--- config.mk ---
export PLATFORM = sky130hd
export DESIGN_NAME = lc4_core
export DESIGN_NICKNAME = d
export VERILOG_FILES = /design/src/logic/lc4_pkg.sv /design/src/logic/lc4_regfile.sv /design/src/logic/lc4_fetch_decode.sv /design/src/logic/lc4_execute.sv /design/src/logic/lc4_result.sv /design/src/logic/lc4_core.sv
export VERILOG_INCLUDE_DIRS = /design/src /design/src/include
export SDC_FILE = /design/constraint.sdc
export NUM_CORES = 1
export LEC_CHECK = 0
export BUFFER_PORTS_ARGS = -buffer_cell sky130_fd_sc_hd__buf_2
export CAP_MARGIN = 25
export CORE_AREA = 2 2 263 265
export DETAILED_ROUTE_END_ITERATION = 12
export DIE_AREA = 0 0 265 267
export HOLD_SLACK_MARGIN = 0.02
export PLACE_DENSITY = 0.48
export SLEW_MARGIN = 5
export SYNTH_ARGS = -nofsm -noshare
export SYNTH_HDL_FRONTEND = slang
export SYNTH_SLANG_ARGS = --single-unit
--- constraint.sdc ---
create_clock -name gwe -period 13.1 [get_ports gwe]
set_input_delay 0.655 -clock gwe [delete_from_list [all_inputs] [get_ports gwe]]
set_output_delay 0.655 -clock gwe [all_outputs]
set_load 0.02 [all_outputs]
--- src/include/lc4_defines.svh ---
`ifndef LC4_DEFINES_SVH
`define LC4_DEFINES_SVH

// datapath and address width
`define LC4_WORD_W 16

// architectural registers r0..r7
`define LC4_REG_COUNT 8

// first instruction fetched out of reset
`define LC4_RESET_PC 16'h8200

// primary opcodes, insn[15:12]
`define LC4_OPC_ARITH   4'b0001
`define LC4_OPC_LOGIC   4'b0101
`define LC4_OPC_CONST   4'b1001
`define LC4_OPC_SHIFT   4'b1010
`define LC4_OPC_HICONST 4'b1101

`endif

--- src/logic/lc4_pkg.sv ---
`include "lc4_defines.svh"

package lc4_pkg;

    typedef logic [`LC4_WORD_W-1:0] word_t;

    typedef logic [$clog2(`LC4_REG_COUNT)-1:0] reg_idx_t;

    // one-hot n/z/p flags, n in bit 2
    typedef logic [2:0] nzp_t;

    localparam nzp_t NZP_N = 3'b100;
    localparam nzp_t NZP_Z = 3'b010;
    localparam nzp_t NZP_P = 3'b001;

    // ADD and AND also cover the imm5 forms
    typedef enum logic [3:0] {
        NOP,
        ADD,
        MUL,
        SUB,
        AND,
        NOT,
        OR,
        XOR,
        SLL,
        SRA,
        SRL,
        CONST,
        HICONST
    } alu_op_e;

endpackage

--- src/logic/lc4_regfile.sv ---
`timescale 1ns/1ps
`include "lc4_defines.svh"

module lc4_regfile (
    input  logic              gwe,
    input  logic              i_rst_n,
    input  lc4_pkg::reg_idx_t i_rs_sel,
    input  lc4_pkg::reg_idx_t i_rt_sel,
    input  logic              i_wr_we,
    input  lc4_pkg::reg_idx_t i_wr_sel,
    input  lc4_pkg::word_t    i_wr_data,
    output lc4_pkg::word_t    o_rs_data,
    output lc4_pkg::word_t    o_rt_data
);
    import lc4_pkg::*;

    word_t regs [`LC4_REG_COUNT];

    always_ff @(posedge gwe or negedge i_rst_n) begin
        if (!i_rst_n) begin
            for (int i = 0; i < `LC4_REG_COUNT; i++) begin
                regs[i] <= '0;
            end
        end else if (i_wr_we) begin
            regs[i_wr_sel] <= i_wr_data;
        end
    end

    // write-through so decode sees a value written back this cycle
    assign o_rs_data = (i_wr_we && i_wr_sel == i_rs_sel) ? i_wr_data : regs[i_rs_sel];
    assign o_rt_data = (i_wr_we && i_wr_sel == i_rt_sel) ? i_wr_data : regs[i_rt_sel];

    a_wr_data_known: assert property (@(posedge gwe) disable iff (!i_rst_n)
        i_wr_we |-> !$isunknown(i_wr_data))
        else $error("regfile write of unknown data to r%0d", i_wr_sel);

endmodule

--- src/logic/lc4_fetch_decode.sv ---
`timescale 1ns/1ps
`include "lc4_defines.svh"

module lc4_fetch_decode (
    input  logic              gwe,
    input  logic              i_rst_n,
    input  lc4_pkg::word_t    i_cur_insn,
    input  logic              i_rf_we,
    input  lc4_pkg::reg_idx_t i_rf_wsel,
    input  lc4_pkg::word_t    i_rf_data,
    output lc4_pkg::word_t    o_cur_pc,
    output lc4_pkg::word_t    o_x_pc,
    output lc4_pkg::word_t    o_x_insn,
    output lc4_pkg::alu_op_e  o_x_op,
    output lc4_pkg::reg_idx_t o_x_rs_sel,
    output lc4_pkg::reg_idx_t o_x_rt_sel,
    output lc4_pkg::reg_idx_t o_x_wsel,
    output logic              o_x_we,
    output lc4_pkg::word_t    o_x_imm,
    output lc4_pkg::word_t    o_x_rs_data,
    output lc4_pkg::word_t    o_x_rt_data
);
    import lc4_pkg::*;

    word_t    d_pc;
    word_t    d_insn;
    alu_op_e  dec_op;
    reg_idx_t dec_rs_sel;
    reg_idx_t dec_rt_sel;
    reg_idx_t dec_wsel;
    logic     dec_we;
    word_t    dec_imm;
    word_t    rs_data;
    word_t    rt_data;

    // fetch pc and decode-stage register, no stalls so both move every edge
    always_ff @(posedge gwe or negedge i_rst_n) begin
        if (!i_rst_n) begin
            o_cur_pc <= `LC4_RESET_PC;
            d_pc     <= '0;
            d_insn   <= '0;
        end else begin
            o_cur_pc <= o_cur_pc + 1'b1;
            d_pc     <= o_cur_pc;
            d_insn   <= i_cur_insn;
        end
    end

    // anything not matched below stays a NOP with no write
    always_comb begin
        dec_op     = NOP;
        dec_we     = 1'b0;
        dec_wsel   = d_insn[11:9];
        dec_rs_sel = d_insn[8:6];
        dec_rt_sel = d_insn[2:0];
        dec_imm    = {{11{d_insn[4]}}, d_insn[4:0]};
        case (d_insn[15:12])
            `LC4_OPC_ARITH: begin
                dec_we = 1'b1;
                casez (d_insn[5:3])
                    3'b000:  dec_op = ADD;
                    3'b001:  dec_op = MUL;
                    3'b010:  dec_op = SUB;
                    3'b1??:  dec_op = ADD;
                    // DIV is not implemented
                    default: dec_we = 1'b0;
                endcase
            end
            `LC4_OPC_LOGIC: begin
                dec_we = 1'b1;
                casez (d_insn[5:3])
                    3'b000:  dec_op = AND;
                    3'b001:  dec_op = NOT;
                    3'b010:  dec_op = OR;
                    3'b011:  dec_op = XOR;
                    default: dec_op = AND;
                endcase
            end
            `LC4_OPC_CONST: begin
                dec_we  = 1'b1;
                dec_op  = CONST;
                dec_imm = {{7{d_insn[8]}}, d_insn[8:0]};
            end
            `LC4_OPC_SHIFT: begin
                dec_we  = 1'b1;
                dec_imm = {12'b0, d_insn[3:0]};
                case (d_insn[5:4])
                    2'b00:   dec_op = SLL;
                    2'b01:   dec_op = SRA;
                    2'b10:   dec_op = SRL;
                    // MOD is not implemented
                    default: dec_we = 1'b0;
                endcase
            end
            `LC4_OPC_HICONST: begin
                // rd is also the source, its low byte survives
                dec_we     = 1'b1;
                dec_op     = HICONST;
                dec_rs_sel = d_insn[11:9];
                dec_imm    = {8'b0, d_insn[7:0]};
            end
            default: begin
                dec_we = 1'b0;
            end
        endcase
    end

    lc4_regfile u_regfile (
        .gwe       (gwe),
        .i_rst_n   (i_rst_n),
        .i_rs_sel  (dec_rs_sel),
        .i_rt_sel  (dec_rt_sel),
        .i_wr_we   (i_rf_we),
        .i_wr_sel  (i_rf_wsel),
        .i_wr_data (i_rf_data),
        .o_rs_data (rs_data),
        .o_rt_data (rt_data)
    );

    // execute-stage register, control part
    always_ff @(posedge gwe or negedge i_rst_n) begin
        if (!i_rst_n) begin
            o_x_pc   <= '0;
            o_x_insn <= '0;
            o_x_op   <= NOP;
            o_x_we   <= 1'b0;
        end else begin
            o_x_pc   <= d_pc;
            o_x_insn <= d_insn;
            o_x_op   <= dec_op;
            o_x_we   <= dec_we;
        end
    end

    // execute-stage register, operand part
    always_ff @(posedge gwe) begin
        o_x_rs_sel  <= dec_rs_sel;
        o_x_rt_sel  <= dec_rt_sel;
        o_x_wsel    <= dec_wsel;
        o_x_imm     <= dec_imm;
        o_x_rs_data <= rs_data;
        o_x_rt_data <= rt_data;
    end

    a_pc_step: assert property (@(posedge gwe) disable iff (!i_rst_n)
        $past(i_rst_n) |-> o_cur_pc == $past(o_cur_pc) + 16'd1)
        else $error("pc did not advance by one: %h", o_cur_pc);

endmodule

--- src/logic/lc4_execute.sv ---
`timescale 1ns/1ps

module lc4_execute (
    input  lc4_pkg::word_t    i_x_pc,
    input  lc4_pkg::word_t    i_x_insn,
    input  lc4_pkg::alu_op_e  i_x_op,
    input  lc4_pkg::reg_idx_t i_x_rs_sel,
    input  lc4_pkg::reg_idx_t i_x_rt_sel,
    input  lc4_pkg::reg_idx_t i_x_wsel,
    input  logic              i_x_we,
    input  lc4_pkg::word_t    i_x_imm,
    input  lc4_pkg::word_t    i_x_rs_data,
    input  lc4_pkg::word_t    i_x_rt_data,
    input  logic              i_rf_we,
    input  lc4_pkg::reg_idx_t i_rf_wsel,
    input  lc4_pkg::word_t    i_rf_data,
    output lc4_pkg::word_t    o_m_pc,
    output lc4_pkg::word_t    o_m_insn,
    output lc4_pkg::reg_idx_t o_m_wsel,
    output logic              o_m_we,
    output lc4_pkg::word_t    o_m_result
);
    import lc4_pkg::*;

    word_t      rs_val;
    word_t      rt_val;
    word_t      op_b;
    logic [3:0] shamt;

    // writeback-to-execute bypass, the distance-two case goes through the regfile
    assign rs_val = (i_rf_we && i_rf_wsel == i_x_rs_sel) ? i_rf_data : i_x_rs_data;
    assign rt_val = (i_rf_we && i_rf_wsel == i_x_rt_sel) ? i_rf_data : i_x_rt_data;

    // insn[5] marks the imm5 forms of ADD and AND, it is clear for the other
    // two-operand encodings
    assign op_b  = i_x_insn[5] ? i_x_imm : rt_val;
    assign shamt = i_x_imm[3:0];

    always_comb begin
        case (i_x_op)
            ADD:     o_m_result = rs_val + op_b;
            MUL:     o_m_result = rs_val * op_b;
            SUB:     o_m_result = rs_val - op_b;
            AND:     o_m_result = rs_val & op_b;
            NOT:     o_m_result = ~rs_val;
            OR:      o_m_result = rs_val | op_b;
            XOR:     o_m_result = rs_val ^ op_b;
            SLL:     o_m_result = rs_val << shamt;
            SRA:     o_m_result = $signed(rs_val) >>> shamt;
            SRL:     o_m_result = rs_val >> shamt;
            CONST:   o_m_result = i_x_imm;
            // new high byte over the current low byte of rd
            HICONST: o_m_result = {i_x_imm[7:0], rs_val[7:0]};
            default: o_m_result = '0;
        endcase
    end

    assign o_m_pc   = i_x_pc;
    assign o_m_insn = i_x_insn;
    assign o_m_wsel = i_x_wsel;
    assign o_m_we   = i_x_we;

endmodule

--- src/logic/lc4_result.sv ---
`timescale 1ns/1ps

module lc4_result (
    input  logic              gwe,
    input  logic              i_rst_n,
    input  lc4_pkg::word_t    i_m_pc,
    input  lc4_pkg::word_t    i_m_insn,
    input  lc4_pkg::reg_idx_t i_m_wsel,
    input  logic              i_m_we,
    input  lc4_pkg::word_t    i_m_result,
    output lc4_pkg::word_t    o_wb_pc,
    output lc4_pkg::word_t    o_wb_insn,
    output logic              o_rf_we,
    output lc4_pkg::reg_idx_t o_rf_wsel,
    output lc4_pkg::word_t    o_rf_data,
    output logic              o_nzp_we,
    output lc4_pkg::nzp_t     o_nzp_bits
);
    import lc4_pkg::*;

    // writeback-stage register
    always_ff @(posedge gwe or negedge i_rst_n) begin
        if (!i_rst_n) begin
            o_wb_pc   <= '0;
            o_wb_insn <= '0;
            o_rf_we   <= 1'b0;
        end else begin
            o_wb_pc   <= i_m_pc;
            o_wb_insn <= i_m_insn;
            o_rf_we   <= i_m_we;
        end
    end

    always_ff @(posedge gwe) begin
        o_rf_wsel <= i_m_wsel;
        o_rf_data <= i_m_result;
    end

    // every register write also sets the flags
    always_comb begin
        if ($signed(o_rf_data) < 0) begin
            o_nzp_bits = NZP_N;
        end else if (o_rf_data == '0) begin
            o_nzp_bits = NZP_Z;
        end else begin
            o_nzp_bits = NZP_P;
        end
    end

    assign o_nzp_we = o_rf_we;

    a_nzp_onehot: assert property (@(posedge gwe) disable iff (!i_rst_n)
        o_nzp_we |-> $onehot(o_nzp_bits))
        else $error("nzp bits not one-hot: %b", o_nzp_bits);

endmodule

--- src/logic/lc4_core.sv ---
`timescale 1ns/1ps

module lc4_core (
    input  logic              gwe,
    input  logic              i_rst_n,
    input  lc4_pkg::word_t    i_cur_insn,
    output lc4_pkg::word_t    o_cur_pc,
    output lc4_pkg::word_t    o_wb_pc,
    output lc4_pkg::word_t    o_wb_insn,
    output logic              o_rf_we,
    output lc4_pkg::reg_idx_t o_rf_wsel,
    output lc4_pkg::word_t    o_rf_data,
    output logic              o_nzp_we,
    output lc4_pkg::nzp_t     o_nzp_bits
);
    import lc4_pkg::*;

    // decode to execute
    word_t    x_pc;
    word_t    x_insn;
    alu_op_e  x_op;
    reg_idx_t x_rs_sel;
    reg_idx_t x_rt_sel;
    reg_idx_t x_wsel;
    logic     x_we;
    word_t    x_imm;
    word_t    x_rs_data;
    word_t    x_rt_data;

    // execute to writeback
    word_t    m_pc;
    word_t    m_insn;
    reg_idx_t m_wsel;
    logic     m_we;
    word_t    m_result;

    lc4_fetch_decode u_fetch_decode (
        .gwe         (gwe),
        .i_rst_n     (i_rst_n),
        .i_cur_insn  (i_cur_insn),
        .i_rf_we     (o_rf_we),
        .i_rf_wsel   (o_rf_wsel),
        .i_rf_data   (o_rf_data),
        .o_cur_pc    (o_cur_pc),
        .o_x_pc      (x_pc),
        .o_x_insn    (x_insn),
        .o_x_op      (x_op),
        .o_x_rs_sel  (x_rs_sel),
        .o_x_rt_sel  (x_rt_sel),
        .o_x_wsel    (x_wsel),
        .o_x_we      (x_we),
        .o_x_imm     (x_imm),
        .o_x_rs_data (x_rs_data),
        .o_x_rt_data (x_rt_data)
    );

    lc4_execute u_execute (
        .i_x_pc      (x_pc),
        .i_x_insn    (x_insn),
        .i_x_op      (x_op),
        .i_x_rs_sel  (x_rs_sel),
        .i_x_rt_sel  (x_rt_sel),
        .i_x_wsel    (x_wsel),
        .i_x_we      (x_we),
        .i_x_imm     (x_imm),
        .i_x_rs_data (x_rs_data),
        .i_x_rt_data (x_rt_data),
        .i_rf_we     (o_rf_we),
        .i_rf_wsel   (o_rf_wsel),
        .i_rf_data   (o_rf_data),
        .o_m_pc      (m_pc),
        .o_m_insn    (m_insn),
        .o_m_wsel    (m_wsel),
        .o_m_we      (m_we),
        .o_m_result  (m_result)
    );

    lc4_result u_result (
        .gwe        (gwe),
        .i_rst_n    (i_rst_n),
        .i_m_pc     (m_pc),
        .i_m_insn   (m_insn),
        .i_m_wsel   (m_wsel),
        .i_m_we     (m_we),
        .i_m_result (m_result),
        .o_wb_pc    (o_wb_pc),
        .o_wb_insn  (o_wb_insn),
        .o_rf_we    (o_rf_we),
        .o_rf_wsel  (o_rf_wsel),
        .o_rf_data  (o_rf_data),
        .o_nzp_we   (o_nzp_we),
        .o_nzp_bits (o_nzp_bits)
    );

endmodule

==> results of run 1 <==
cells in the mapped netlist, types with 7 or more instances:
master	count
sky130_fd_sc_hd__a211oi_1	7
sky130_fd_sc_hd__a21o_1	8
sky130_fd_sc_hd__a21oi_1	57
sky130_fd_sc_hd__a221oi_1	11
sky130_fd_sc_hd__a311oi_1	18
sky130_fd_sc_hd__a31oi_1	22
sky130_fd_sc_hd__and3_1	20
sky130_fd_sc_hd__buf_1	14
sky130_fd_sc_hd__buf_4	7
sky130_fd_sc_hd__clkbuf_1	102
sky130_fd_sc_hd__dfrtp_1	244
sky130_fd_sc_hd__dfxtp_1	66
sky130_fd_sc_hd__fa_1	81
sky130_fd_sc_hd__ha_1	98
sky130_fd_sc_hd__inv_1	138
sky130_fd_sc_hd__mux2_2	148
sky130_fd_sc_hd__mux2i_1	48
sky130_fd_sc_hd__mux4_2	56
sky130_fd_sc_hd__nand2_1	293
sky130_fd_sc_hd__nand2b_1	12
sky130_fd_sc_hd__nand3_1	56
sky130_fd_sc_hd__nand4_1	8
sky130_fd_sc_hd__nor2_1	133
sky130_fd_sc_hd__nor2b_1	13
sky130_fd_sc_hd__nor3_1	15
sky130_fd_sc_hd__nor4_1	7
sky130_fd_sc_hd__o211ai_1	15
sky130_fd_sc_hd__o21a_1	9
sky130_fd_sc_hd__o21ai_0	66
sky130_fd_sc_hd__o221ai_1	7
sky130_fd_sc_hd__o41ai_1	9
sky130_fd_sc_hd__xnor2_1	67
sky130_fd_sc_hd__xor2_1	14
through the flow:
| stage | hold slack (ns) | std cells | util (%) | setup slack [ns] | power, W |
|---|---|---|---|---|---|
| 2_1_floorplan | 0.3096 | 1981 | - | 6.570 | 0.002954 |
| 3_3_place_gp | 0.3169 | 2859 | 31.68 | 5.597 | 0.003617 |
| 3_5_place_dp | 0.3153 | 2859 | 31.68 | 5.520 | 0.003664 |
| 4_1_cts | 0.1280 | 2922 | 33.33 | 5.469 | 0.004663 |
| 5_1_grt | 0.1600 | 2924 | 33.41 | 4.962 | 0.004981 |
| 6_report | 0.1325 | 2924 | 33.41 | 5.423 | 0.004633 |
metal layers:
layer / share of wire, % / routed length (um) / vias up / GRT usage (%)
li1: - / - / 6914 / -
met1: 43 / 28270 / 7741 / 24.86
met2: 47 / 31510 / 581 / 30.90
met3: 6.6 / 4384 / 134 / 3.100
met4: 3.4 / 2258 / 0 / 6.734
met5: 0 / 0 / - / 0
state kept, by name (all words and copies together), names as in the netlist, 4 cells and up:
register / count
u_fetch_decode.o_x_pc: 16
u_fetch_decode.o_x_insn: 16
u_fetch_decode.d_pc: 16
u_fetch_decode.o_x_op: 4
u_fetch_decode.d_insn: 16
u_fetch_decode.o_x_rs_data: 16
u_fetch_decode.o_x_imm: 7
u_fetch_decode.o_cur_pc: 16
u_result.o_wb_pc: 16
u_result.o_wb_insn: 16
u_fetch_decode.o_x_rt_data: 16
u_result.o_rf_data: 16
u_fetch_decode.u_regfile.regs: 128
logic make-up after synthesis:
kind of cell	Yosys count
xor gates and xnor gates	88
and+or+nand+nor	582
adders and majority gates	179
buffers and inverters	281
DFF	312
muxes	253
AOI/OAI and AO/OA	286
report_power, final:
part | switching [W] | internal (W)
clock | 0.000401 | 0.000564
combinational | 0.00131 | 0.000983
sequential | 0.000212 | 0.00116
worst paths after layout:
| check | from | end | slack [ns] | depth (start not counted) |
|---|---|---|---|---|
| max in group asynchronous | i_rst_n | u_fetch_decode.u_regfile.regs[120] | 11.82 | 3 |
| setup reg to reg | u_fetch_decode.o_x_rt_sel[0] | u_result.o_rf_data[15] | 5.42 | 22 |
| min in group gwe | i_cur_insn[12] | u_fetch_decode.d_insn[12] | 0.22 | 1 |
| setup / recovery | u_fetch_decode.o_x_rt_sel[0] | u_result.o_rf_data[15] | 5.42 | 22 |
| hold / removal | i_rst_n | u_fetch_decode.o_cur_pc[12] | 0.13 | 1 |
| hold reg to reg | u_fetch_decode.o_x_wsel[0] | u_result.o_rf_wsel[0] | 0.33 | 0 |
critical path, cell delays in order (launching register included):
cell and delay (ns):
sky130_fd_sc_hd__dfxtp_2 0.31, sky130_fd_sc_hd__buf_4 0.51, sky130_fd_sc_hd__xnor2_2 0.23, sky130_fd_sc_hd__nand4_1 0.55, sky130_fd_sc_hd__mux2i_1 0.30, sky130_fd_sc_hd__o21ai_2 0.66
sky130_fd_sc_hd__inv_2 0.26, sky130_fd_sc_hd__nor2_1 0.18, sky130_fd_sc_hd__fa_1 0.46, sky130_fd_sc_hd__fa_1 0.55, sky130_fd_sc_hd__ha_1 0.14, sky130_fd_sc_hd__inv_1 0.05
sky130_fd_sc_hd__fa_1 0.46, sky130_fd_sc_hd__fa_1 0.51, sky130_fd_sc_hd__fa_1 0.50, sky130_fd_sc_hd__inv_1 0.04, sky130_fd_sc_hd__ha_1 0.30, sky130_fd_sc_hd__a21o_1 0.19
sky130_fd_sc_hd__a21oi_1 0.26, sky130_fd_sc_hd__o21ai_0 0.21, sky130_fd_sc_hd__o41ai_1 0.51, sky130_fd_sc_hd__xor2_1 0.21, sky130_fd_sc_hd__o221ai_1 0.13
final cells by class:
cell class	count	area (um2)	share of cell area [%]
clock inverter	12	106.4	0.4682
sequential	312	7483	32.94
inverter	149	559.3	2.462
timing repair buffer	130	803.3	3.536
multi-input combinational	1388	11640	51.25
tap	882	1104	4.858
clock buffer	51	1018	4.483
==> results by stage, run 1 <==
Outcome:
- The run finished with clean final reports.

Timing:
- The pin slew with the least headroom to its limit is 1.010 ns.
- Setup violations remaining at the end of the flow were counted as 0.
- The minimum clock period is 7.677 ns.
- The highest clock frequency the design can meet is 130.3 MHz.
- The worst pin sits at a relative slew slack of 32.14%.
- The setup TNS is 0 ns.
- Between clock sinks in the finished design, the worst skew comes to 0.01852 ns.
- The number of hold violations in the final report was 0.
- The final max-slew violation count came to 0.
- Setup repair after global routing left no endpoint under its margin.
- The period utilization is 58.60%.

Power:
- Power spread over the standard cell area amounts to 204.0 nW/um2.
- The standby leakage power is 9.990 nW.
- The highest ir drop seen on vdd is 105.4 uV.

Synthesis:
- The sequential-to-total area share from yosys stat is 37.09%.
- Yosys printed 0 warnings.
- The share of the synthesized area in compound gates (AO/OA/AOI/OAI) is 9.661%.
- The top cell type's share of synthesized area is 30.28%.
- In the synthesized netlist the async set-or-reset flop fraction comes to 78.85%.
- Measured against the total synthesized area, the mux share comes to 16.96%.
- The synthesized netlist devotes 12.45% of its cell area to simple gates.
- The count of unique library cells instantiated by Yosys is 73.
- Yosys attributes the largest share of cell area to sky130_fd_sc_hd__dfrtp_1, sky130_fd_sc_hd__mux2_2, sky130_fd_sc_hd__fa_1.
- Counting every net in the synthesized netlist gives 2178.
- Summing the areas of all xor and xnor instances in the mapped netlist gives 4.207% of the synthesized area.
- The combinational family with the most area after synthesis is multiplexers.
- Among all flip-flop cells after synthesis, the most frequent one is sky130_fd_sc_hd__dfrtp_1.
- After technology mapping, the gate count stands at 1981.
- The count of state elements after synthesis is 312.
- Each instance of the synthesized netlist takes up on average 10.18 um2.
- The synthesized design contains 0 enable-type register cells.
- The cell area that synthesis handed to floorplanning was 20170 um2.
- The synthesized netlist devotes 14.12% of its cell area to adder and majority cells.
- The cell accounting for the most synthesized area is sky130_fd_sc_hd__dfrtp_1.

Global routing:
- The total overflow reported by the global router is 0.
- The via count of the first global-routing pass is 15580.
- The largest net degree at the start of global routing is 94.
- The global-route wire length before repair is 100400 um.
- Global routing used 18.76% of the available tracks across all layers.
- The initial antenna violation count is 0.

Place:
- The routability congestion estimate from global placement is 0.9384.
- The count of buffers added on input and output ports is 89.
- In this run the cell area measured after placement is 21540 um2.
- The post-DP HPWL is 44750 um.

Clock network:
- No sink is reached through more buffers than the 3 on the longest clock path.
- The number of buffers created by CTS is 35.
- The CTS tree is built.
- Gates resized during post-CTS repair numbered 0.
- In this run the post-CTS setup repair buffer count came out at 0.
- The clock transition at the registers of the reported paths is 0.07 ns.
- The clock latency on the worst-skew pair is 0.55 ns.
- In this run, post-CTS hold repair placed 0 buffers.
- The cell sitting at the root of the clock tree is a sky130_fd_sc_hd__clkbuf_16.
- Clock tree synthesis found a total of 312 sinks.
- The H-tree was split into 2 levels.

Floorplanning:
- From left edge to right edge, the die measures 265 um.
- After floorplanning, the core was divided into 96 placement rows.
- The die footprint is 70760 um2.
- The die is 267 um tall.
- The core region is 67990 um2.
- The effective utilization at floorplan is 29.66%.
- The boundary pin count is 90.

Finish:
- The library cells used most frequently in the layout, excluding fill and tap cells, are sky130_fd_sc_hd__nand2_1, sky130_fd_sc_hd__dfrtp_1, sky130_fd_sc_hd__mux2_2.
- The final design area excluding fillers is 22720 um2.
- The most common library cell in the layout ignoring fill and taps is sky130_fd_sc_hd__nand2_1.
- From synthesis to final layout, the design area changed by 12.65%.
- After the last flow step, the layout net total stands at 2213.
- The fraction of final layout cells sized beyond drive strength 1 is 20.76%.
- The repair_antennas step left the layout with diodes totalling 0.
- The layout has 6958 filler cells.

Setup path:
- The data arrival at the endpoint of the critical path is 8.08 ns.
- Along the worst path, the maximum fanout reaches 44.
- By startpoint and endpoint, the worst setup path is classified as reg2reg.
- The worst setup path is captured at a register.
- The data required time at the worst endpoint is 13.50 ns.
- The critical path launch point type is a register.

Detailed routing:
- In the final routed layout, each cell accounts on average for 22.71 um.
- The total wire length after detailed routing is 66420 um.
- Before antenna repair, the detailed router went through 5 iterations.
- The detail route stage leaves a number of antenna-violating nets equal to 0.
- Dividing the detail-routed via count by the number of cells gives 5.256.
- For this block, the via count after detailed routing is 15370.
- After the first detailed-routing iteration, the DRC count stood at 1467.
- The total DRC errors in the routed layout is 0.

Hold path:
- The tightest min-delay check is of the in2async type.

Flow run:
- The max-capacitance violation count is 0.
No activity file was read; power rests on OpenSTA's default activity.
==> run 2: changes to the inputs <==
--- a/config.mk
+++ b/config.mk
@@ -12,7 +12,7 @@
 export DETAILED_ROUTE_END_ITERATION = 12
 export DIE_AREA = 0 0 265 267
 export HOLD_SLACK_MARGIN = 0.02
-export PLACE_DENSITY = 0.48
+export PLACE_DENSITY = 0.5
 export SLEW_MARGIN = 5
 export SYNTH_ARGS = -nofsm -noshare
 export SYNTH_HDL_FRONTEND = slang
==> constraint.sdc (replaced) <==
create_clock -name gwe -period 6.4 [get_ports gwe]
set_input_delay 0.32 -clock gwe [delete_from_list [all_inputs] [get_ports gwe]]
set_output_delay 0.32 -clock gwe [all_outputs]
set_load 0.02 [all_outputs]
==> run 2 against run 1 <==
Via count rose by 3.6%. Register-to-register slack got worse by 5.2 ns. Final cell count rose by 3.8%. Sequential share of layout area fell by 1.5 points. Hold slack improved by 0.20 ns. Total power rose by 120%. Die area did not move. Combinational power rose by 130%. Core utilization rose by 1.6 points. Critical path depth did not move. Non-clock buffer count rose by 114. Worst setup slack got worse by 5.2 ns. Critical endpoint unchanged. Largest cell class unchanged. Highest routed layer unchanged.
==> results by stage, run 2 (synthesized netlist as in run 1, its figures left out) <==
Hold path:
- The path with the worst hold slack has its endpoint at u_result.o_rf_wsel[2].
- The worst hold path begins at u_fetch_decode.o_x_wsel[2].
- The class of the worst hold path is reg2reg.
- The hold-critical path depth is 0.

Timing:
- Setup repair after global routing could not meet its margin everywhere.
- The minimum clock period is 6.204 ns.
- The final setup violation count is 0.
- In the finished design, the share of the clock period the worst path needs comes to 96.94%.
- The clock arrives with 0.01876 ns of skew.
- The number of hold violations in the final report is 0.
- For the pin with the worst max-slew slack, the measured transition is 1.112 ns.
- The worst hold slack after final layout is 0.3319 ns.
- Setup total negative slack on the finished layout was measured at 0 ns.
- The worst pin sits at a relative slew slack of 24.94%.
- Timing would allow up to 161.2 MHz.
- The final max-slew violation count is 0.

Detailed routing:
- For this run, the detailed router's first-pass iteration total came to 5.
- In the routed layout, each cell is associated on average with a via count of 5.242.
- The routed design has 67250 um of wire.
- The post-route antenna net violation count is 0.
- The initial detailed-routing violation count is 1350.
- The routed wirelength normalized by instance count is 22.15 um.
- The total DRC errors in the routed layout is 0.
- The number of vias in the routed layout is 15920.

Finish:
- 0 antenna diodes ended up in the layout.
- From synthesis to final layout, the design area changed by 18.14%.
- The fraction of final layout cells sized beyond drive strength 1 is 25.12%.
- Once layout is done, the placed cells without fillers occupy 23820 um2.
- In the layout the commonest cells are sky130_fd_sc_hd__nand2_1, sky130_fd_sc_hd__dfrtp_1, sky130_fd_sc_hd__mux2_2.
- The top register by number of flip-flops is u_fetch_decode.u_regfile.regs.
- The layout net count is 2326.
- The count of fill cells added during filler insertion is 6926.
- The number of flip-flops in the largest register is 128.
- Once layout is complete, the utilization of the core stands at 35.04%.
- The library cell used most frequently in the layout, excluding fill and tap cells, is sky130_fd_sc_hd__nand2_1.

Setup path:
- The class of the most critical setup path is reg2reg.
- The category of the worst setup path capture point is a register.
- The critical path's largest stage delay is 0.56 ns.
- The destination of the worst register-to-register timing path is u_result.o_rf_data[15].
- STA classifies the critical path startpoint as a register.
- Data on the critical path arrives at its endpoint at 6.60 ns.
- The depth of the most critical reg-to-reg path is 22.
- The largest individual stage delay along the critical path comes from the cell sky130_fd_sc_hd__fa_1.
- The critical path goes through xnor2_2, nand4_1, buf_6, mux2i_1, o21ai_4, ha_2, inv_1, fa_1, fa_1, fa_1, fa_1, fa_1, fa_1, inv_1, ha_1, and2_1, o21ai_2, o21ai_2, o41ai_2, buf_4, xor2_1, o221ai_1.
- The setup check on the worst reg-to-reg path leaves a slack of 0.20 ns.
- The largest driver fanout on the critical path is 7.
- STA puts the critical path data required time at 6.79 ns.
- The startpoint identified for the worst register-to-register timing path is u_result.o_rf_wsel[0].
- The category of cells accounting for the largest share of critical-path delay is adder cells.
- The most prevalent standard cell on the critical path is sky130_fd_sc_hd__fa_1.
- The combined buffer and inverter count along the critical path is 4.

Flow run:
- The max-capacitance violation count is 0.

Clock network:
- The number of clock buffers added by TritonCTS is 34.
- The H-tree generated during clock tree synthesis spans 2 levels.
- TritonCTS built the clock tree.
- CTS saw 312 sinks.
- Clock-pin slew was measured on the worst setup and hold paths at 0.07 ns.
- The root cell of the clock tree is sky130_fd_sc_hd__clkbuf_16.
- The clock latency on the worst-skew pair is 0.53 ns.
- No sink is reached through more buffers than the 3 on the longest clock path.

Floorplanning:
- The initialized floorplan defines 96 standard-cell rows.
- The die is 265 um wide.
- In this run the vertical extent of the chip is 267 um.
- The core region is 67990 um2.
- For this configuration, the core starts out at a cell density of 29.66%.
- The die footprint is 70760 um2.
- Pin placement for this block handled 90 I/O pins.

Place:
- The placed instances occupy a cell area of 22240 um2.
- The routability congestion estimate from global placement is 0.9381.
- During placement, the flow inserted port buffers numbering 89.
- Summed over all nets, the half-perimeter wirelength after detailed placement is 47630 um.

Global routing:
- The global-route wire length before repair is 103500 um.
- The initial antenna violation count is 1.
- The total overflow reported by the global router is 0.
- The via count of the first global-routing pass came to 16290.
- Global routing consumed, over all layers together, 19.14% of the routing resources.
- The largest net degree at the start of global routing is 129.

Power:
- Across the VDD grid, the largest voltage drop is 256.2 uV.
- The standby leakage power is 10.60 nW.
- The power density over the cells is 419.7 nW/um2.

Outcome:
- The flow ran to the end, and the final reports show no timing, DRC or antenna violations.
## run 2: area by class of cell
cell class / count / area [um2] / area share, %
Multi-Input combinational cell: 1388 / 11730 / 49.24
Sequential cell: 312 / 7490 / 31.44
Timing Repair Buffer: 244 / 1732 / 7.269
Tap cell: 882 / 1104 / 4.632
Clock buffer: 46 / 977.2 / 4.102
Inverter: 149 / 559.3 / 2.348
Clock inverter: 15 / 230.2 / 0.9664
## run 2: report_power, final
group | total, W | internal [W] | switching [W]
Clock | 0.00211 | 0.00129 | 0.000820
Combinational | 0.00519 | 0.00233 | 0.00286
Sequential | 0.00270 | 0.00238 | 0.000319
## run 2: layer usage
metal	vias up	global-route usage, %	routed length, um
met5	-	0	0
met4	0	6.306	2091
met3	115	2.509	3668
met2	537	32.03	32230
met1	8104	25.58	29260
li1	7160	-	-
## run 2: through the flow
| stage | power, W | cells | setup slack, ns |
|---|---|---|---|
| floorplan | 0.006047 | 1981 | 0.05057 |
| global placement | 0.007771 | 2947 | 0.07974 |
| detailed placement | 0.007821 | 2947 | -0.02391 |
| CTS | 0.009995 | 3025 | 0.01956 |
| global route | 0.01075 | 3036 | -0.08202 |
| finish | 0.009997 | 3036 | 0.1959 |
## run 2: what timing repair did
| item | CTS | global route |
|---|---|---|
| setup endpoints to repair | 1 | 6 |
| gates cloned | 0 | 1 |
| pin swaps | 0 | 10 |
| resized for setup | 1 | 28 |
| endpoints found under the hold margin | 140 | 0 |
| buffers inserted | 0 | 9 |
| hold buffers | 17 | 0 |
## run 2: how the worst max path moves through the flow
| stage | from | end | slack [ns] | cells after the start |
|---|---|---|---|---|
| 2_1_floorplan | u_result.o_rf_wsel[2] | u_result.o_rf_data[15] | 0.05 | 27 |
| 3_3_place_gp | u_result.o_rf_wsel[0] | u_result.o_rf_data[15] | 0.08 | 22 |
| 3_5_place_dp | u_result.o_rf_wsel[0] | u_result.o_rf_data[15] | -0.02 | 22 |
| 4_1_cts | u_result.o_rf_wsel[0] | u_result.o_rf_data[15] | 0.02 | 22 |
| 5_1_grt | u_result.o_rf_wsel[2] | u_result.o_rf_data[15] | -0.08 | 22 |
| 6_report | u_result.o_rf_wsel[0] | u_result.o_rf_data[15] | 0.20 | 22 |
==> run 3: changes to the inputs <==
--- a/config.mk
+++ b/config.mk
@@ -13,6 +13,7 @@
 export DIE_AREA = 0 0 265 267
 export HOLD_SLACK_MARGIN = 0.02
 export PLACE_DENSITY = 0.5
+export REMOVE_ABC_BUFFERS = 1
 export SLEW_MARGIN = 5
 export SYNTH_ARGS = -nofsm -noshare
 export SYNTH_HDL_FRONTEND = slang
==> run 3 against run 2 <==
Die area unchanged. Routed wire length down 2.9%. Core utilization grew 0.11 points. Final cell count up 0.33%. Clock skew shrank 0.0025 ns. Register-to-register slack worse by 0.04 ns. Total power barely moved. Maximum frequency down 0.60%. Final area is 0.31% higher. Global-route usage is 0.68 points lower. Sequential share of layout area is 0.076 points lower. Non-clock buffer count is 7 higher. Critical endpoint unchanged. Highest routed layer unchanged.
==> results by stage, run 3 (synthesized netlist as in run 1, its figures left out) <==
Timing:
- The worst path uses 97.52% of the clock period.
- The minimum clock period is 6.242 ns.
- The worst-case headroom to the max-slew limit is 24.90%.
- Setup repair after global routing could not meet its margin everywhere.
- The pin slew with the least headroom to its limit is 1.112 ns.
- The final max-slew violation count was 0.
- Setup violations remaining at the end of the flow were counted as 0.
- The slack of the critical path is 0.1585 ns.
- The highest clock frequency the design can meet is 160.2 MHz.
- The number of hold violations in the final report came to 0.
- Clock skew on the completed layout was measured at 0.01622 ns.
- The worst hold slack after final layout is 0.3245 ns.

Clock network:
- The H-tree depth is 2.
- The root cell of the clock tree is sky130_fd_sc_hd__clkbuf_16.
- No sink is reached through more buffers than the 3 on the longest clock path.
- The number of buffers created by CTS is 35.
- The clock transition at the registers of the reported paths is 0.07 ns.
- The sink count of the clock tree is 312.
- The clock latency on the worst-skew pair is 0.53 ns.
- TritonCTS built the clock tree.

Power:
- The standby leakage power is 10.59 nW.
- Power spread over the standard cell area amounts to 418.0 nW/um2.
- IR analysis of the VDD net gives a maximum drop of 341.1 uV.
- The design draws 0.009990 W.

Detailed routing:
- The detail route stage leaves a number of antenna-violating nets equal to 0.
- In the routed layout, each cell is associated on average with a via count of 5.160.
- The number of detailed-route iterations in the first pass is 5.
- For this run, design rule violations remaining after detail routing come to 0.
- The number of vias in the routed layout is 15720.
- The initial detailed-routing violation count is 1123.
- Wires add up to 65280 um.
- The routed wirelength normalized by instance count is 21.43 um.

Setup path:
- The critical register-to-register path startpoint is u_result.o_rf_wsel[2].
- The class of the most critical setup path is reg2reg.
- The largest driver fanout on the critical path is 7.
- Across all register-to-register paths, the minimum setup slack is 0.16 ns.
- The data arrival at the endpoint of the critical path is 6.61 ns.
- STA classifies the critical path startpoint as a register.
- The data required time at the worst endpoint is 6.77 ns.
- The depth of the most critical reg-to-reg path is 23.
- The endpoint identified for the worst register-to-register timing path is u_result.o_rf_data[15].
- The category of the worst setup path capture point is a register.

Finish:
- The library cell used most frequently in the layout, excluding fill and tap cells, is sky130_fd_sc_hd__nand2_1.
- For this run, the number of standard cells in the final layout without fillers is 3046.
- The total inserted antenna cells is 0.
- Once layout is complete, the utilization of the core stands at 35.15%.
- In the layout the commonest cells are sky130_fd_sc_hd__nand2_1, sky130_fd_sc_hd__dfrtp_1, sky130_fd_sc_hd__mux2_2.
- The number of flip-flops in the largest register is 128.
- The layout net count is 2334.
- Ranked by flip-flop count, first place goes to u_fetch_decode.u_regfile.regs.
- The layout overhead on the synthesized area is 18.50%.
- The count of fill cells added during filler insertion is 6866.
- The post-route netlist has 26.06% of its cells at a drive strength greater than 1.

Floorplanning:
- Pin placement for this block handled 90 I/O pins.
- The floorplan die width is 265 um.
- The placement row count is 96.
- The die footprint is 70760 um2.
- The placeable core region is 67990 um2.
- The effective utilization at floorplan is 29.66%.
- The height of the die is 267 um.

Hold path:
- The launch point of the worst hold path is u_fetch_decode.o_x_wsel[2].
- The class of the worst hold path is reg2reg.
- Counting instances, the worst hold path has a depth of 0.
- The endpoint of the worst hold path is u_result.o_rf_wsel[2].

Global routing:
- Entering global routing, the biggest net connects 116 pins.
- The global-route wire length before repair is 100600 um.
- For this run, the total global-route usage over all layers was measured as 18.45%.
- The initial antenna violation count was 1.
- The via count of the first global-routing pass is 15990.
- The total overflow left after global routing is 0.

Outcome:
- The flow ran to the end, and the final reports show no timing, DRC or antenna violations.

Flow run:
- Max-cap violations in this run came to 0.

Place:
- The post-DP HPWL is 46840 um.
- The number of input and output port buffers inserted is 89.
- Routability-driven placement finished with a final weighted congestion of 0.9700.
- The count of placed standard cells including taps is 2954.
- Before CTS, the worst setup slack after placement is -0.01975 ns.
[run 3: cell count changes in the layout (fill, tap and decap cells not counted), moves of 3 or more]
cell / change
sky130_fd_sc_hd__bufinv_16: -5
sky130_fd_sc_hd__ha_1: -3
sky130_fd_sc_hd__mux2i_1: -3
sky130_fd_sc_hd__clkinv_2: +4
sky130_fd_sc_hd__nor2_1: -4
sky130_fd_sc_hd__mux2i_4: +3
sky130_fd_sc_hd__buf_4: +7
sky130_fd_sc_hd__buf_12: +3
sky130_fd_sc_hd__inv_1: -4
sky130_fd_sc_hd__clkinvlp_4: +4
[run 3: report_power, final]
| part | switching, W | leakage, nW | internal (W) | total, W |
|---|---|---|---|---|
| registers | 0.000327 | 3.72 | 0.00238 | 0.00271 |
| clock network | 0.000824 | 0.550 | 0.00112 | 0.00195 |
| logic | 0.00290 | 6.32 | 0.00243 | 0.00533 |
| total | 0.00405 | 10.6 | 0.00594 | 0.00999 |
[run 3: per-layer routing]
| layer | vias up | global-route usage (%) | wire (um) |
|---|---|---|---|
| met5 | - | 0 | 0 |
| met4 | 0 | 5.757 | 2047 |
| met3 | 100 | 2.122 | 3286 |
| met2 | 463 | 31.46 | 31480 |
| met1 | 7995 | 24.50 | 28470 |
| li1 | 7159 | - | - |
[run 3: layout make-up]
class / count / area, um2 / area share [%]
clock buffers: 50 / 1023 / 4.283
flip-flops and latches: 312 / 7495 / 31.36
well taps: 882 / 1104 / 4.618
clock inverters: 14 / 96.34 / 0.4032
inverters: 149 / 566.8 / 2.372
repair buffers: 251 / 1814 / 7.592
multi-input cells: 1388 / 11800 / 49.37
[run 3: worst max-delay path by stage]
stage	from	to	cells after the start
2_1_floorplan	u_fetch_decode.o_x_rt_sel[0]	u_result.o_rf_data[15]	22
6_report	u_result.o_rf_wsel[2]	u_result.o_rf_data[15]	23
3_5_place_dp	u_result.o_rf_wsel[0]	u_result.o_rf_data[15]	22
3_3_place_gp	u_result.o_rf_wsel[2]	u_result.o_rf_data[15]	22
5_1_grt	u_result.o_rf_wsel[2]	u_result.o_rf_data[15]	23
4_1_cts	u_result.o_rf_wsel[0]	u_result.o_rf_data[15]	25
[run 3: timing repair]
action | 4_1_cts | 5_1_grt
hold endpoints to repair | 128 | 0
gates cloned | 0 | 1
hold buffers | 17 | 0
resized for setup | 1 | 45
buffers inserted | 0 | 10
pin swaps | 0 | 18
setup endpoints to repair | 1 | 6
[run 3: critical path, cell delays in order, from the launching register on]
cell,delay [ns]
sky130_fd_sc_hd__dfxtp_4,0.37
sky130_fd_sc_hd__xnor2_2,0.15
sky130_fd_sc_hd__nand4_1,0.13
sky130_fd_sc_hd__buf_6,0.16
sky130_fd_sc_hd__buf_12,0.14
sky130_fd_sc_hd__mux2i_1,0.15
sky130_fd_sc_hd__o21ai_4,0.33
sky130_fd_sc_hd__ha_2,0.24
sky130_fd_sc_hd__inv_1,0.06
sky130_fd_sc_hd__fa_1,0.39
sky130_fd_sc_hd__fa_1,0.54
sky130_fd_sc_hd__fa_1,0.45
sky130_fd_sc_hd__fa_1,0.56
sky130_fd_sc_hd__fa_1,0.43
sky130_fd_sc_hd__fa_1,0.49
sky130_fd_sc_hd__inv_1,0.06
sky130_fd_sc_hd__ha_4,0.23
sky130_fd_sc_hd__and2_1,0.16
sky130_fd_sc_hd__o21ai_1,0.15
sky130_fd_sc_hd__o21ai_2,0.11
sky130_fd_sc_hd__o41ai_2,0.33
sky130_fd_sc_hd__buf_4,0.18
sky130_fd_sc_hd__xor2_1,0.13
sky130_fd_sc_hd__o221ai_1,0.14
[run 3: per-stage QoR]
step	setup TNS, ns	area (um2)
floorplan	-5.132	19610
global placement	0	22330
detailed placement	-0.01975	22330
CTS	0	23620
global route	-0.1838	23900
finish	0	23900
